--- src/hw/rv_id_pkg.sv ---
// rv64i decode stage shared widths, opcodes and bus structs
package rv_id_pkg;

  typedef logic [63:0] xlen_t;
  typedef logic [63:0] pc_t;
  typedef logic [31:0] inst_t;
  typedef logic [4:0]  gpr_idx_t;

  typedef enum logic [6:0] {
    opc_load       = 7'b0000011,
    opc_op_imm     = 7'b0010011,
    opc_auipc      = 7'b0010111,
    opc_op_imm_32  = 7'b0011011,
    opc_store      = 7'b0100011,
    opc_op         = 7'b0110011,
    opc_lui        = 7'b0110111,
    opc_op_32      = 7'b0111011,
    opc_branch     = 7'b1100011,
    opc_jalr       = 7'b1100111,
    opc_jal        = 7'b1101111
  } opcode_e;

  typedef enum logic [4:0] {
    alu_add, alu_sub, alu_sll, alu_slt, alu_sltu, alu_xor,
    alu_srl, alu_sra, alu_or, alu_and, alu_pass_b
  } alu_op_e;

  // branch codes follow funct3, jumps fill the unused slots
  typedef enum logic [2:0] {
    br_beq = 3'b000, br_bne = 3'b001, br_jal = 3'b010, br_jalr = 3'b011,
    br_blt = 3'b100, br_bge = 3'b101, br_bltu = 3'b110, br_bgeu = 3'b111
  } br_func_e;

  // load/store size and sign, same as funct3
  typedef enum logic [2:0] {
    mem_b = 3'b000, mem_h = 3'b001, mem_w = 3'b010, mem_d = 3'b011,
    mem_bu = 3'b100, mem_hu = 3'b101, mem_wu = 3'b110
  } mem_op_e;

  localparam logic       SRC1_RS1  = 1'b0;
  localparam logic       SRC1_PC   = 1'b1;
  localparam logic [1:0] SRC2_RS2  = 2'd0;
  localparam logic [1:0] SRC2_IMM  = 2'd1;
  localparam logic [1:0] SRC2_FOUR = 2'd2;

  typedef struct packed {
    logic       alu_src1_sel;
    logic [1:0] alu_src2_sel;
    logic       word_cut;     // 32-bit w form
    alu_op_e    alu_op;
    logic       gpr_wen;
    logic       mem_ren;
    logic       mem_wen;
    mem_op_e    mem_op;
    logic       invalid;
  } ctrl_t;

  typedef struct packed {
    inst_t inst;
    pc_t   pc;
  } fs_to_ds_t;

  typedef struct packed {
    xlen_t    rs1_data;
    xlen_t    rs2_data;
    xlen_t    imm;
    pc_t      pc;
    gpr_idx_t rd;
    ctrl_t    ctrl;
  } ds_to_es_t;

  typedef struct packed {
    logic taken;
    logic sel;
    pc_t  target;
  } br_bus_t;

  typedef struct packed {
    logic     wen;
    gpr_idx_t waddr;
    xlen_t    wdata;
  } wb_to_rf_t;

  // zero index means no pending write in that stage
  typedef struct packed {
    gpr_idx_t es_rd;
    gpr_idx_t ms_rd;
    gpr_idx_t ws_rd;
  } inflight_rd_t;

endpackage

--- src/hw/inst_decoder.sv ---
// rv64i base integer decoder producing register indices, immediate and control
`timescale 1ns/100ps

module inst_decoder import rv_id_pkg::*; (
  input  inst_t    i_inst,
  output gpr_idx_t o_rs1,
  output gpr_idx_t o_rs2,
  output gpr_idx_t o_rd,
  output xlen_t    o_imm,
  output ctrl_t    o_ctrl,
  output logic     o_bren,
  output br_func_e o_brfunc
);

  opcode_e    opcode;
  logic [2:0] funct3;
  logic [6:0] funct7;
  xlen_t      imm_i, imm_s, imm_b, imm_u, imm_j;
  ctrl_t      ctrl;
  logic       legal;
  logic       use_rs1;
  logic       use_rs2;

  // funct3 to alu op, alt picks sub or sra
  function automatic alu_op_e alu_from_f3(logic [2:0] f3, logic alt);
    case (f3)
      3'b000:  return alt ? alu_sub : alu_add;
      3'b001:  return alu_sll;
      3'b010:  return alu_slt;
      3'b011:  return alu_sltu;
      3'b100:  return alu_xor;
      3'b101:  return alt ? alu_sra : alu_srl;
      3'b110:  return alu_or;
      default: return alu_and;
    endcase
  endfunction

  assign opcode = opcode_e'(i_inst[6:0]);
  assign funct3 = i_inst[14:12];
  assign funct7 = i_inst[31:25];

  assign imm_i = {{52{i_inst[31]}}, i_inst[31:20]};
  assign imm_s = {{52{i_inst[31]}}, i_inst[31:25], i_inst[11:7]};
  assign imm_b = {{52{i_inst[31]}}, i_inst[7], i_inst[30:25], i_inst[11:8], 1'b0};
  assign imm_u = {{32{i_inst[31]}}, i_inst[31:12], 12'b0};
  assign imm_j = {{44{i_inst[31]}}, i_inst[19:12], i_inst[20], i_inst[30:21], 1'b0};

  always_comb begin
    ctrl     = '0;
    legal    = 1'b0;
    use_rs1  = 1'b0;
    use_rs2  = 1'b0;
    o_bren   = 1'b0;
    o_brfunc = br_beq;
    o_imm    = '0;
    case (opcode)
      opc_op_imm, opc_op_imm_32: begin
        use_rs1           = 1'b1;
        o_imm             = imm_i;
        ctrl.alu_src2_sel = SRC2_IMM;
        ctrl.word_cut     = (opcode == opc_op_imm_32);
        ctrl.gpr_wen      = 1'b1;
        ctrl.alu_op       = alu_from_f3(funct3, (funct3 == 3'b101) & i_inst[30]);
        if (opcode == opc_op_imm) begin
          // rv64 shamt is 6 bits wide
          legal = (funct3 == 3'b001) ? (i_inst[31:26] == 6'b000000) :
                  (funct3 == 3'b101) ? ({i_inst[31], i_inst[29:26]} == 5'b0) : 1'b1;
        end else begin
          legal = (funct3 == 3'b000) ||
                  (funct3 == 3'b001 && funct7 == 7'b0000000) ||
                  (funct3 == 3'b101 && {funct7[6], funct7[4:0]} == 6'b0);
        end
      end
      opc_op, opc_op_32: begin
        use_rs1       = 1'b1;
        use_rs2       = 1'b1;
        ctrl.word_cut = (opcode == opc_op_32);
        ctrl.gpr_wen  = 1'b1;
        ctrl.alu_op   = alu_from_f3(funct3, funct7[5]);
        if (funct7 == 7'b0100000) begin
          legal = (funct3 == 3'b000) || (funct3 == 3'b101);
        end else if (funct7 == 7'b0000000) begin
          legal = (opcode == opc_op) || (funct3 inside {3'b000, 3'b001, 3'b101});
        end
      end
      opc_lui: begin
        legal = 1'b1;
        o_imm = imm_u;
        ctrl.alu_src2_sel = SRC2_IMM;
        ctrl.alu_op       = alu_pass_b;
        ctrl.gpr_wen      = 1'b1;
      end
      opc_auipc: begin
        legal = 1'b1;
        o_imm = imm_u;
        ctrl.alu_src1_sel = SRC1_PC;
        ctrl.alu_src2_sel = SRC2_IMM;
        ctrl.gpr_wen      = 1'b1;
      end
      opc_load: begin
        legal   = (funct3 != 3'b111);
        use_rs1 = 1'b1;
        o_imm   = imm_i;
        ctrl.alu_src2_sel = SRC2_IMM;
        ctrl.gpr_wen      = 1'b1;
        ctrl.mem_ren      = 1'b1;
        ctrl.mem_op       = mem_op_e'(funct3);
      end
      opc_store: begin
        legal   = (funct3[2] == 1'b0);
        use_rs1 = 1'b1;
        use_rs2 = 1'b1;
        o_imm   = imm_s;
        ctrl.alu_src2_sel = SRC2_IMM;
        ctrl.mem_wen      = 1'b1;
        ctrl.mem_op       = mem_op_e'(funct3);
      end
      opc_branch: begin
        legal    = (funct3[2:1] != 2'b01);
        use_rs1  = 1'b1;
        use_rs2  = 1'b1;
        o_imm    = imm_b;
        o_bren   = 1'b1;
        o_brfunc = br_func_e'(funct3);
      end
      opc_jal, opc_jalr: begin
        legal    = (opcode == opc_jal) || (funct3 == 3'b000);
        use_rs1  = (opcode == opc_jalr);
        o_imm    = (opcode == opc_jal) ? imm_j : imm_i;
        o_bren   = 1'b1;
        o_brfunc = (opcode == opc_jal) ? br_jal : br_jalr;
        ctrl.alu_src1_sel = SRC1_PC;   // link value pc + 4
        ctrl.alu_src2_sel = SRC2_FOUR;
        ctrl.gpr_wen      = 1'b1;
      end
      default: ;
    endcase
    if (!legal) begin
      ctrl         = '0;
      ctrl.invalid = 1'b1;
      use_rs1      = 1'b0;
      use_rs2      = 1'b0;
      o_bren       = 1'b0;
    end
  end

  // unused fields read as x0 so they never match a pending write
  assign o_rs1  = use_rs1 ? i_inst[19:15] : '0;
  assign o_rs2  = use_rs2 ? i_inst[24:20] : '0;
  assign o_rd   = ctrl.gpr_wen ? i_inst[11:7] : '0;
  assign o_ctrl = ctrl;

endmodule

--- config.mk ---
export PLATFORM = sky130hd
export DESIGN_NAME = inst_decoder
export DESIGN_NICKNAME = d
export VERILOG_FILES = /design/src/hw/rv_id_pkg.sv /design/src/hw/inst_decoder.sv
export SDC_FILE = /design/constraint.sdc
export NUM_CORES = 1
export LEC_CHECK = 0
export BUFFER_PORTS_ARGS = -buffer_cell sky130_fd_sc_hd__buf_2
export CAP_MARGIN = 25
export CELL_PAD_IN_SITES_DETAIL_PLACEMENT = 1
export CELL_PAD_IN_SITES_GLOBAL_PLACEMENT = 2
export CORE_ASPECT_RATIO = 1.5
export CORE_UTILIZATION = 15
export DETAILED_ROUTE_END_ITERATION = 16
export PLACE_DENSITY = 0.86
export RECOVER_POWER = 25
export SLEW_MARGIN = 10
export SYNTH_ARGS = -nofsm -noshare
export SYNTH_HDL_FRONTEND = slang
export SYNTH_SLANG_ARGS = --single-unit
--- constraint.sdc ---
create_clock -name vclk -period 2.75
set_clock_uncertainty 0.1 [all_clocks]
set_input_delay 0.4125 -clock vclk [all_inputs]
set_output_delay 0.4125 -clock vclk [all_outputs]
set_load 0.05 [all_outputs]
**Word level (Yosys, flattened, before mapping)**

Index checks and enable logic that the tools add are counted.

- Multiplexer cells: 34
- Bitwise logic cells: 2
- Equality and inequality tests: 20
- Reduce and logical (&&, ||, !) cells: 25

Operators by type and width:

| cell | number |
|---|---|
| $pmux W64 S5 | 1 |
| $pmux W4 S7 | 2 |
| $eq A7 B6 Y1 const B | 5 |
| $eq A7 B5 Y1 const B | 3 |
| $eq A7 B7 Y1 const B | 3 |
| $mux W20 | 1 |
| $mux W1 | 19 |
| $mux W16 | 1 |
| $mux W5 | 3 |
| $pmux W5 S3 | 1 |
| $logic_not A6 Y1 | 2 |
| $reduce_or A2 Y1 | 5 |
| $eq A3 B3 Y1 const B | 3 |
| $reduce_or A3 Y1 | 3 |
| $reduce_or A9 Y1 | 1 |
| $eq A7 B2 Y1 const B | 1 |
| $logic_not A7 Y1 | 1 |
| $pmux W1 S7 | 1 |
| $reduce_or A7 Y1 | 1 |
| $eq A3 B2 Y1 const B | 2 |
| $pmux W3 S2 | 1 |
| $reduce_or A6 Y1 | 1 |
| $logic_not A5 Y1 | 1 |
| $logic_or A1 B1 Y1 | 5 |
| 12 further kinds | 14 |

- Input bits: 32
- Output and inout port bits: 99
- Bits in registers: 0

**Logic depth before layout (Yosys ltp)**

Gate-level depths: netlist (run 1).

- Depth after elaboration: 8
- Depth in mapped cells: 7
- Depth with buffers taken out: 5

**Least setup slack after synthesis (run 1)**

No wires, ideal clock.

- Path type: input-to-output
- From: input port i_inst[31]
- To: output port o_ctrl[12] (netlist name)
- Data arrival time: 2.810 ns
- Required time: 2.237 ns
- Path slack: -0.572 ns
- Stages: 6
- Cell sequence: or4_1 o311a_1 nor3_4 a2111oi_4 buf_6 nor3_1

RTL lines:

| item | RTL line | source |
|---|---|---|
| start, declared | inst_decoder.sv:5 | `input inst_t i_inst,` |
| end, declared | inst_decoder.sv:10 | `output ctrl_t o_ctrl,` |

==> flow_summary_export.csv, run 1 <==
group,metric,value,unit
grt,grt_pass1_wl,10200,um
grt,grt_max_degree,34,
worst_setup_path,critPathBufInv,3,
placed_design,place.gp.congestion,0.803,
sta,drv_slew,0,
placed_design,place_ws,-0.203,ns
worst_setup_path,end_kind,"output port",
sta,whs,1.07,ns
power_and_ir_drop,ir_worst_vdd,0.0632,mV
power_and_ir_drop,switching_share,68.5,%
worst_setup_path,required,2.24,ns
floorplan,die_x,80.8,um
sta,post-route-min-period,2.79,ns
sta,fin_crit_sh,101,%
finish,seq_cells,0,
placed_design,dpl.cell_count,442,
route,via_count,2021,
floorplan,num_io_pins,131,
grt,grt_use_met2,25.8,%
finish,seq_area,0,um^2
synth,synth_top_area_cell,"buf_4",
worst_setup_path,cp_max_fo,7,
synth,synth_area_leaders,"buf_4 18%, a21o_1 10%, nor2_1 7.3%",
finish,area_growth,79.8,%
sta,timing.final.ws_setup,-0.0385,ns
sta,slew_headroom,49.1,%
power_and_ir_drop,power_leakage,1.35,nW
grt,gr-total-overflow,0,
worst_setup_path,cp-start-kind,"primary input",
worst_setup_path,crit_type,"primary input to output port",
route,wire_per_inst,15.4,um
synth,synth_cells,218,
sta,hold_violations,0,
worst_setup_path,arrival,2.28,ns
floorplan,start_util,15.6,%
grt,grtUsageTotal,13.1,%
finish,layout.nets,368,
placed_design,hpwl,5520,um
finish,design_area,2510,um^2
hold_path,hp-start,"i_inst[19]",
grt,grt_busiest_layer,"met2",
route,remaining_drc_errors,0,
worst_setup_path,cpMostUsedCell,"buf_6",
status,status,"finished with violations",
worst_setup_path,cpLargestDelayFamily,"simple AND/OR/NAND/NOR gates",
placed_design,post_dp_cell_area,2240,um^2
floorplan,dieHeight,120,um
finish,final_cells,444,
grt,gr-usage-met3,0.528,%
synth,yosysWarnings,0,
sta,setup_violations,8,
power_and_ir_drop,finalPower,319,uW
worst_setup_path,crit_path_cell_trace,"buf_6 -> or4_4 -> o311a_4 -> nor3_4 -> a2111oi_4 -> buf_6 -> a2111oi_4 -> buf_6",
finish,drive_gt1_share,57.8,%
job,cap_viol_max_count,0,
power_and_ir_drop,p_int,100,uW
finish,diodes,0,
power_and_ir_drop,p_per_area,127,nW/um^2
power_and_ir_drop,p_seq_share,0,%
power_and_ir_drop,combPwrFrac,100.0,%
hold_path,hold_path_depth,4,
power_and_ir_drop,clock_power_share,0,%
route,drt-pass1-iter-count,4,
clock_network,hold_buffers,0,
power_and_ir_drop,switching_power,219,uW
sta,fmax,0.359,GHz
route,ant_nets,0,
synth,synth_top_cell_area_share,18.3,%
hold_path,holdPathEnd,"o_rs1[4]",
floorplan,rows,42,
sta,rsz0062_at_grt,"true",
synth,synth-seq-area-share,0,%
worst_setup_path,crit_path_top_delay_cell,"or4_4",
sta,worst_pin_slew,0.752,ns
finish,n_clock_buffer,0,
route,drtIter0Drc,49,
hold_path,holdCritPathClass,"primary input to output port",
grt,grt_util_met1,15.5,%
synth,synth_cell_types,44,
status,violations,"setup timing",
synth,syn_nets,250,
route,detail_route.vias_per_cell,4.55,
floorplan,core_region_area,8930,um^2
synth,avgSynthCellArea,6.41,um^2
floorplan,dieArea,9720,um^2
synth,syn-cell-area,1400,um^2
placed_design,port_buffers,130,
worst_setup_path,slowest_delay,0.55,ns
grt,antenna_found_initial,0,
grt,grt_pass1_vias,2012,
route,wl,6830,um
[routing by layer]
| metal | wire length, um | up-vias |
|---|---|---|
| li1 | - | 978 |
| met1 | 2670 | 949 |
| met2 | 3710 | 89 |
| met3 | 399 | 5 |
| met4 | 53 | 0 |
| met5 | 0 | - |
[cells in the mapped netlist, types with 2 or more instances]
master	instances
a22o_1	4
nand3b_1	2
nor2b_1	7
clkbuf_1	11
a21o_1	19
o21a_1	3
or3_1	3
a211o_1	2
and3_1	2
buf_4	34
o21ai_0	8
buf_6	2
nor3b_2	2
nor3_2	2
nand2_1	17
nand3_1	8
o311a_1	2
nor2_1	27
a21oi_1	11
nor3_1	9
buf_2	2
nor3b_1	10
nand2b_1	2
and2_1	9
[worst max-delay path by stage]
stage	start	endpoint	slack [ns]	cells after the start
2_1_floorplan	i_inst[31]	o_ctrl[10]	-0.29	6
5_1_grt	i_inst[31]	o_ctrl[7]	-0.09	8
3_3_place_gp	i_inst[31]	o_ctrl[7]	-0.17	8
4_1_cts	i_inst[31]	o_rd[1]	-0.04	8
6_report	i_inst[31]	o_ctrl[7]	-0.04	8
3_5_place_dp	i_inst[31]	o_ctrl[7]	-0.20	8
[cell usage in the layout, fill, tap and decap left out, types with 9 or more instances in the layout]
cell,synthesis,final
a21o_1,19,19
and2_1,9,9
buf_2,2,82
buf_4,34,36
buf_6,2,27
clkbuf_1,11,11
nand2_1,17,17
nor2_1,27,16
[final cells by class]
cell class,instances,area (um^2)
tap,110,138
timing repair buffer,165,1070
multi-input combinational,168,1300
inverter,1,3.75
fill,1160,6420
[stage by stage]
step	util, %	setup TNS [ns]
final	28.1	-0.110
after global routing	28.1	-1.18
after CTS	26.8	-0.307
after detailed placement	25.1	-3.44
after global placement	25.1	-2.31
after floorplan	-	-2.66
[power groups by stage]
stage                     registers (mW)  clock network [mW]  logic (mW)
final                                  0                   0       0.319
after global routing                   0                   0       0.338
after CTS                              0                   0       0.311
after detailed placement               0                   0       0.304
after global placement                 0                   0       0.300
after floorplan                        0                   0       0.214
[cells by family after synthesis]
logic type             share of synthesized area [%]
and+or+nand+nor                                 43.5
muxes                                          0.716
buffers and inverters                           23.8
other                                          0.268
AOI/OAI and AO/OA                               31.7
[repair_timing]
item                                    4_1_cts  5_1_grt
setup buffers                                 0        0
pin swaps                                     2        7
endpoints found under the setup margin       26       62
gates resized for setup                      46       33
gates cloned                                  1        1
(Power assumes the default switching activity.)
==> run 2, diff against run 1 <==
==> constraint.sdc (replaced) <==
create_clock -name vclk -period 2.75
set_clock_uncertainty 0.1 [all_clocks]
set_input_delay 0.55 -clock vclk [all_inputs]
set_output_delay 0.55 -clock vclk [all_outputs]
set_load 0.05 [all_outputs]
==> flow_summary_export.csv, run 2 (synthesis gave the netlist of run 1 again) <==
group,metric,value,unit
status,status,"finished with violations",
status,violations,"setup timing",
finish,layout.nets,397,
sta,hold_violations,0,
worst_setup_path,arrival,2.40,ns
worst_setup_path,crit_path_cell_trace,"buf_6 -> or4_4 -> o311a_4 -> nor3_4 -> a2111oi_4 -> buf_12 -> nor3b_4 -> buf_6",
sta,post-route-min-period,3.05,ns
hold_path,holdCritPathClass,"primary input to output port",
sta,rsz0062_at_grt,"true",
grt,grt_pass1_wl,11700,um
placed_design,port_buffers,130,
finish,fin_util,36.5,%
route,remaining_drc_errors,0,
route,via_count,2230,
floorplan,rows,42,
floorplan,core_region_area,8930,um^2
finish,layout_common_cells,"85 x buf_4, 57 x buf_6, 29 x buf_2",
sta,slew_headroom,59.5,%
placed_design,place.gp.congestion,0.825,
worst_setup_path,cpMostUsedCell,"buf_6",
finish,diodes,0,
finish,drive_gt1_share,72.7,%
route,drtIter0Drc,65,
route,top_layer_used,"met4",
power_and_ir_drop,p_per_area,121,nW/um^2
finish,n_clock_buffer,0,
power_and_ir_drop,finalPower,395,uW
sta,fin_crit_sh,111,%
grt,antenna_found_initial,0,
power_and_ir_drop,power_leakage,1.59,nW
worst_setup_path,slowest_delay,0.55,ns
finish,final_cells,473,
sta,worst_pin_slew,0.611,ns
route,wl,7940,um
floorplan,num_io_pins,131,
finish,final_common_cell,"buf_4",
route,wl_met2,4570,um
hold_path,hp-start,"i_inst[15]",
placed_design,post_dp_cell_area,2550,um^2
floorplan,dieArea,9720,um^2
floorplan,die_x,80.8,um
finish,seq_cells,0,
grt,grtUsageTotal,15.1,%
placed_design,hpwl,5980,um
job,cap_viol_max_count,0,
worst_setup_path,cp-start-kind,"primary input",
worst_setup_path,crit_type,"primary input to output port",
route,drt-pass1-iter-count,4,
route,wl_met1,2910,um
sta,drv_slew,0,
route,wire_per_inst,16.8,um
worst_setup_path,cp_max_fo,12,
route,ant_nets,0,
grt,gr-total-overflow,0,
worst_setup_path,required,2.10,ns
finish,seq_area,0,um^2
floorplan,dieHeight,120,um
sta,fmax,0.328,GHz
sta,setup_violations,34,
finish,area_growth,133,%
grt,grt_max_degree,18,
finish,design_area,3260,um^2
sta,timing.final.ws_setup,-0.303,ns
route,detail_route.vias_per_cell,4.71,
sta,fin_setup_tns,-6.57,ns
floorplan,start_util,15.6,%
route,dr_wl_met3,331,um
worst_setup_path,cp-startpoint,"i_inst[31]",
grt,grt_pass1_vias,2338,
power_and_ir_drop,ir_worst_vdd,0.0496,mV
placed_design,dpl.cell_count,466,
worst_setup_path,end_kind,"output port",
worst_setup_path,crit_path_top_delay_cell,"or4_4",
==> run 2: cell types whose count changed in the layout (fill, tap and decap cells not counted), sizes merged <==
cell / change
buf: +36
clkbuf: -10
o21a: +3
==> run 2: path summary, 6_finish.rpt <==
check                   end  slack, ns  depth (start not counted)
setup / recovery    o_rd[1]      -0.30                          8
hold / removal    o_imm[15]       1.35                          3
==> run 2: routing by layer <==
metal	global-route usage, %	vias up
li1	-	1035
met1	17.0	1090
met2	30.3	92
met3	0.528	13
met4	2.90	0
met5	0	-
==> run 2: metrics by stage <==
stage | hold slack, ns | setup WS [ns]
2_1_floorplan | 1.17 | -0.323
3_3_place_gp | 1.43 | -0.401
3_5_place_dp | 1.43 | -0.445
4_1_cts | 1.35 | -0.309
5_1_grt | 1.37 | -0.361
6_report | 1.35 | -0.303
==> run 2: area by class of cell <==
type               count  area [um^2]
multi-input cells    171         1480
well taps            110          138
fillers             1078         5680
repair buffers       191         1640
inverters              1         3.75
==> run 2: worst max-delay path, delay by kind of cell <==
family,cells,cell delay [ns]
and+or+nand+nor,3,0.90
buffers and inverters,3,0.47
AOI/OAI and AO/OA,2,0.47
==> run 2: repair_timing <==
action,in CTS,in global routing
setup endpoints to repair,90,80
gates cloned,1,2
pin swaps,8,8
resized for setup,106,124
hold buffers,0,0
setup buffers,1,3
==> run 2: power breakdown <==
group / internal, mW / switching [mW] / leakage [nW] / total (mW)
sequential: 0 / 0 / 0 / 0
combinational: 0.155 / 0.240 / 1.59 / 0.395
clock: 0 / 0 / 0 / 0
total: 0.155 / 0.240 / 1.59 / 0.395
==> run 3, diff against run 2 <==
CORE_ASPECT_RATIO = 0.7   (was 1.5)
==> flow_summary_export.csv, run 3 (synthesis gave the netlist of run 1 again) <==
group,metric,value,unit
finish,n_clock_buffer,0,
placed_design,place.gp.congestion,0.858,
sta,worst_pin_slew,0.622,ns
hold_path,holdCritPathClass,"primary input to output port",
grt,gr-total-overflow,0,
worst_setup_path,cpMostUsedCell,"buf_6",
route,remaining_drc_errors,0,
grt,antenna_found_initial,0,
finish,drive_gt1_share,73.8,%
job,cap_viol_max_count,0,
sta,fin_setup_tns,-8.27,ns
route,drt-pass1-iter-count,4,
sta,fin_crit_sh,113,%
sta,setup_violations,59,
floorplan,dieHeight,82.8,um
power_and_ir_drop,ir_worst_vdd,0.0557,mV
finish,area_growth,144,%
finish,layout_common_cells,"91 x buf_4, 47 x buf_6, 29 x buf_2",
sta,whs,1.35,ns
sta,drv_slew,0,
route,detail_route.vias_per_cell,4.61,
worst_setup_path,cpLargestDelayFamily,"simple AND/OR/NAND/NOR gates",
route,via_count,2263,
sta,post-route-min-period,3.10,ns
worst_setup_path,cp_max_fo,8,
finish,seq_area,0,um^2
sta,rsz0062_at_grt,"true",
worst_setup_path,end_kind,"output port",
worst_setup_path,critPathBufInv,4,
finish,fill_cells,1061,
hold_path,hp-start,"i_inst[19]",
floorplan,start_util,15.5,%
route,wire_per_inst,17.3,um
status,status,"finished with violations",
power_and_ir_drop,finalPower,414,uW
placed_design,port_buffers,130,
worst_setup_path,crit_type,"primary input to output port",
finish,seq_cells,0,
worst_setup_path,arrival,2.45,ns
finish,layout.nets,401,
sta,hold_violations,0,
sta,fmax,0.322,GHz
floorplan,core_region_area,9030,um^2
worst_setup_path,crit_path_cell_trace,"buf_6 -> or4_4 -> o311a_4 -> nor3_4 -> a2111oi_4 -> buf_12 -> buf_6 -> nor3_4 -> buf_6",
grt,grt_pass1_wl,11500,um
sta,slew_headroom,58.5,%
worst_setup_path,slowest_delay,0.56,ns
floorplan,die_x,117,um
sta,timing.final.ws_setup,-0.354,ns
placed_design,place_ws,-0.471,ns
finish,final_cells,491,
floorplan,rows,29,
grt,grtUsageTotal,14.7,%
route,wl,8500,um
worst_setup_path,required,2.10,ns
finish,final_common_cell,"buf_4",
floorplan,dieArea,9710,um^2
finish,diodes,0,
placed_design,hpwl,5970,um
power_and_ir_drop,power_leakage,1.66,nW
route,drtIter0Drc,63,
placed_design,dpl.cell_count,484,
floorplan,num_io_pins,131,
power_and_ir_drop,p_per_area,121,nW/um^2
grt,grt_max_degree,18,
worst_setup_path,crit_path_top_delay_cell,"or4_4",
worst_setup_path,cp-startpoint,"i_inst[31]",
finish,multi_input_area,1530,um^2
worst_setup_path,cp-start-kind,"primary input",
route,ant_nets,0,
grt,grt_pass1_vias,2147,
status,violations,"setup timing",
[run 3: power breakdown]
part           internal (mW)  switching (mW)
clock                      0               0
sequential                 0               0
combinational          0.163           0.250
total                  0.163           0.250
[run 3: final cells by class]
type                       count  share of cell area, %
inverter                       1                  0.110
tap                          124                   4.54
timing repair buffer         196                   50.6
multi-input combinational    170                   44.7
[run 3: tightest hold or removal path: stages]
cell	delay (ns)
buf_2	0.10
a21o_4	0.12
buf_8	0.13
[run 3: repair_timing]
action	4_1_cts	5_1_grt
hold buffers	0	0
endpoints found under the setup margin	74	79
gates cloned	2	1
buffers inserted	3	2
pin swaps	9	17
resized for setup	124	136
[run 3: per-layer routing]
| layer | wire, um | part of all wire, % | track usage (%) | vias up |
|---|---|---|---|---|
| met5 | 0 | 0 | 0 | - |
| met4 | 44 | 0.52 | 1.82 | 0 |
| met3 | 463 | 5.4 | 1.65 | 4 |
| met2 | 4200 | 49 | 27.2 | 104 |
| met1 | 3790 | 45 | 19.1 | 1108 |
| li1 | - | - | - | 1047 |
[run 3: path summary, 6_finish.rpt]
kind / end / slack (ns) / depth (start not counted)
setup / recovery: o_ctrl[9] / -0.35 / 9
hold / removal: o_imm[19] / 1.35 / 3
[run 3: stage by stage]
step                util (%)  area (um^2)
floorplan                  -         1670
global placement        28.6         2590
detailed placement      28.6         2590
CTS                     33.7         3050
global route            37.8         3410
finish                  37.8         3410
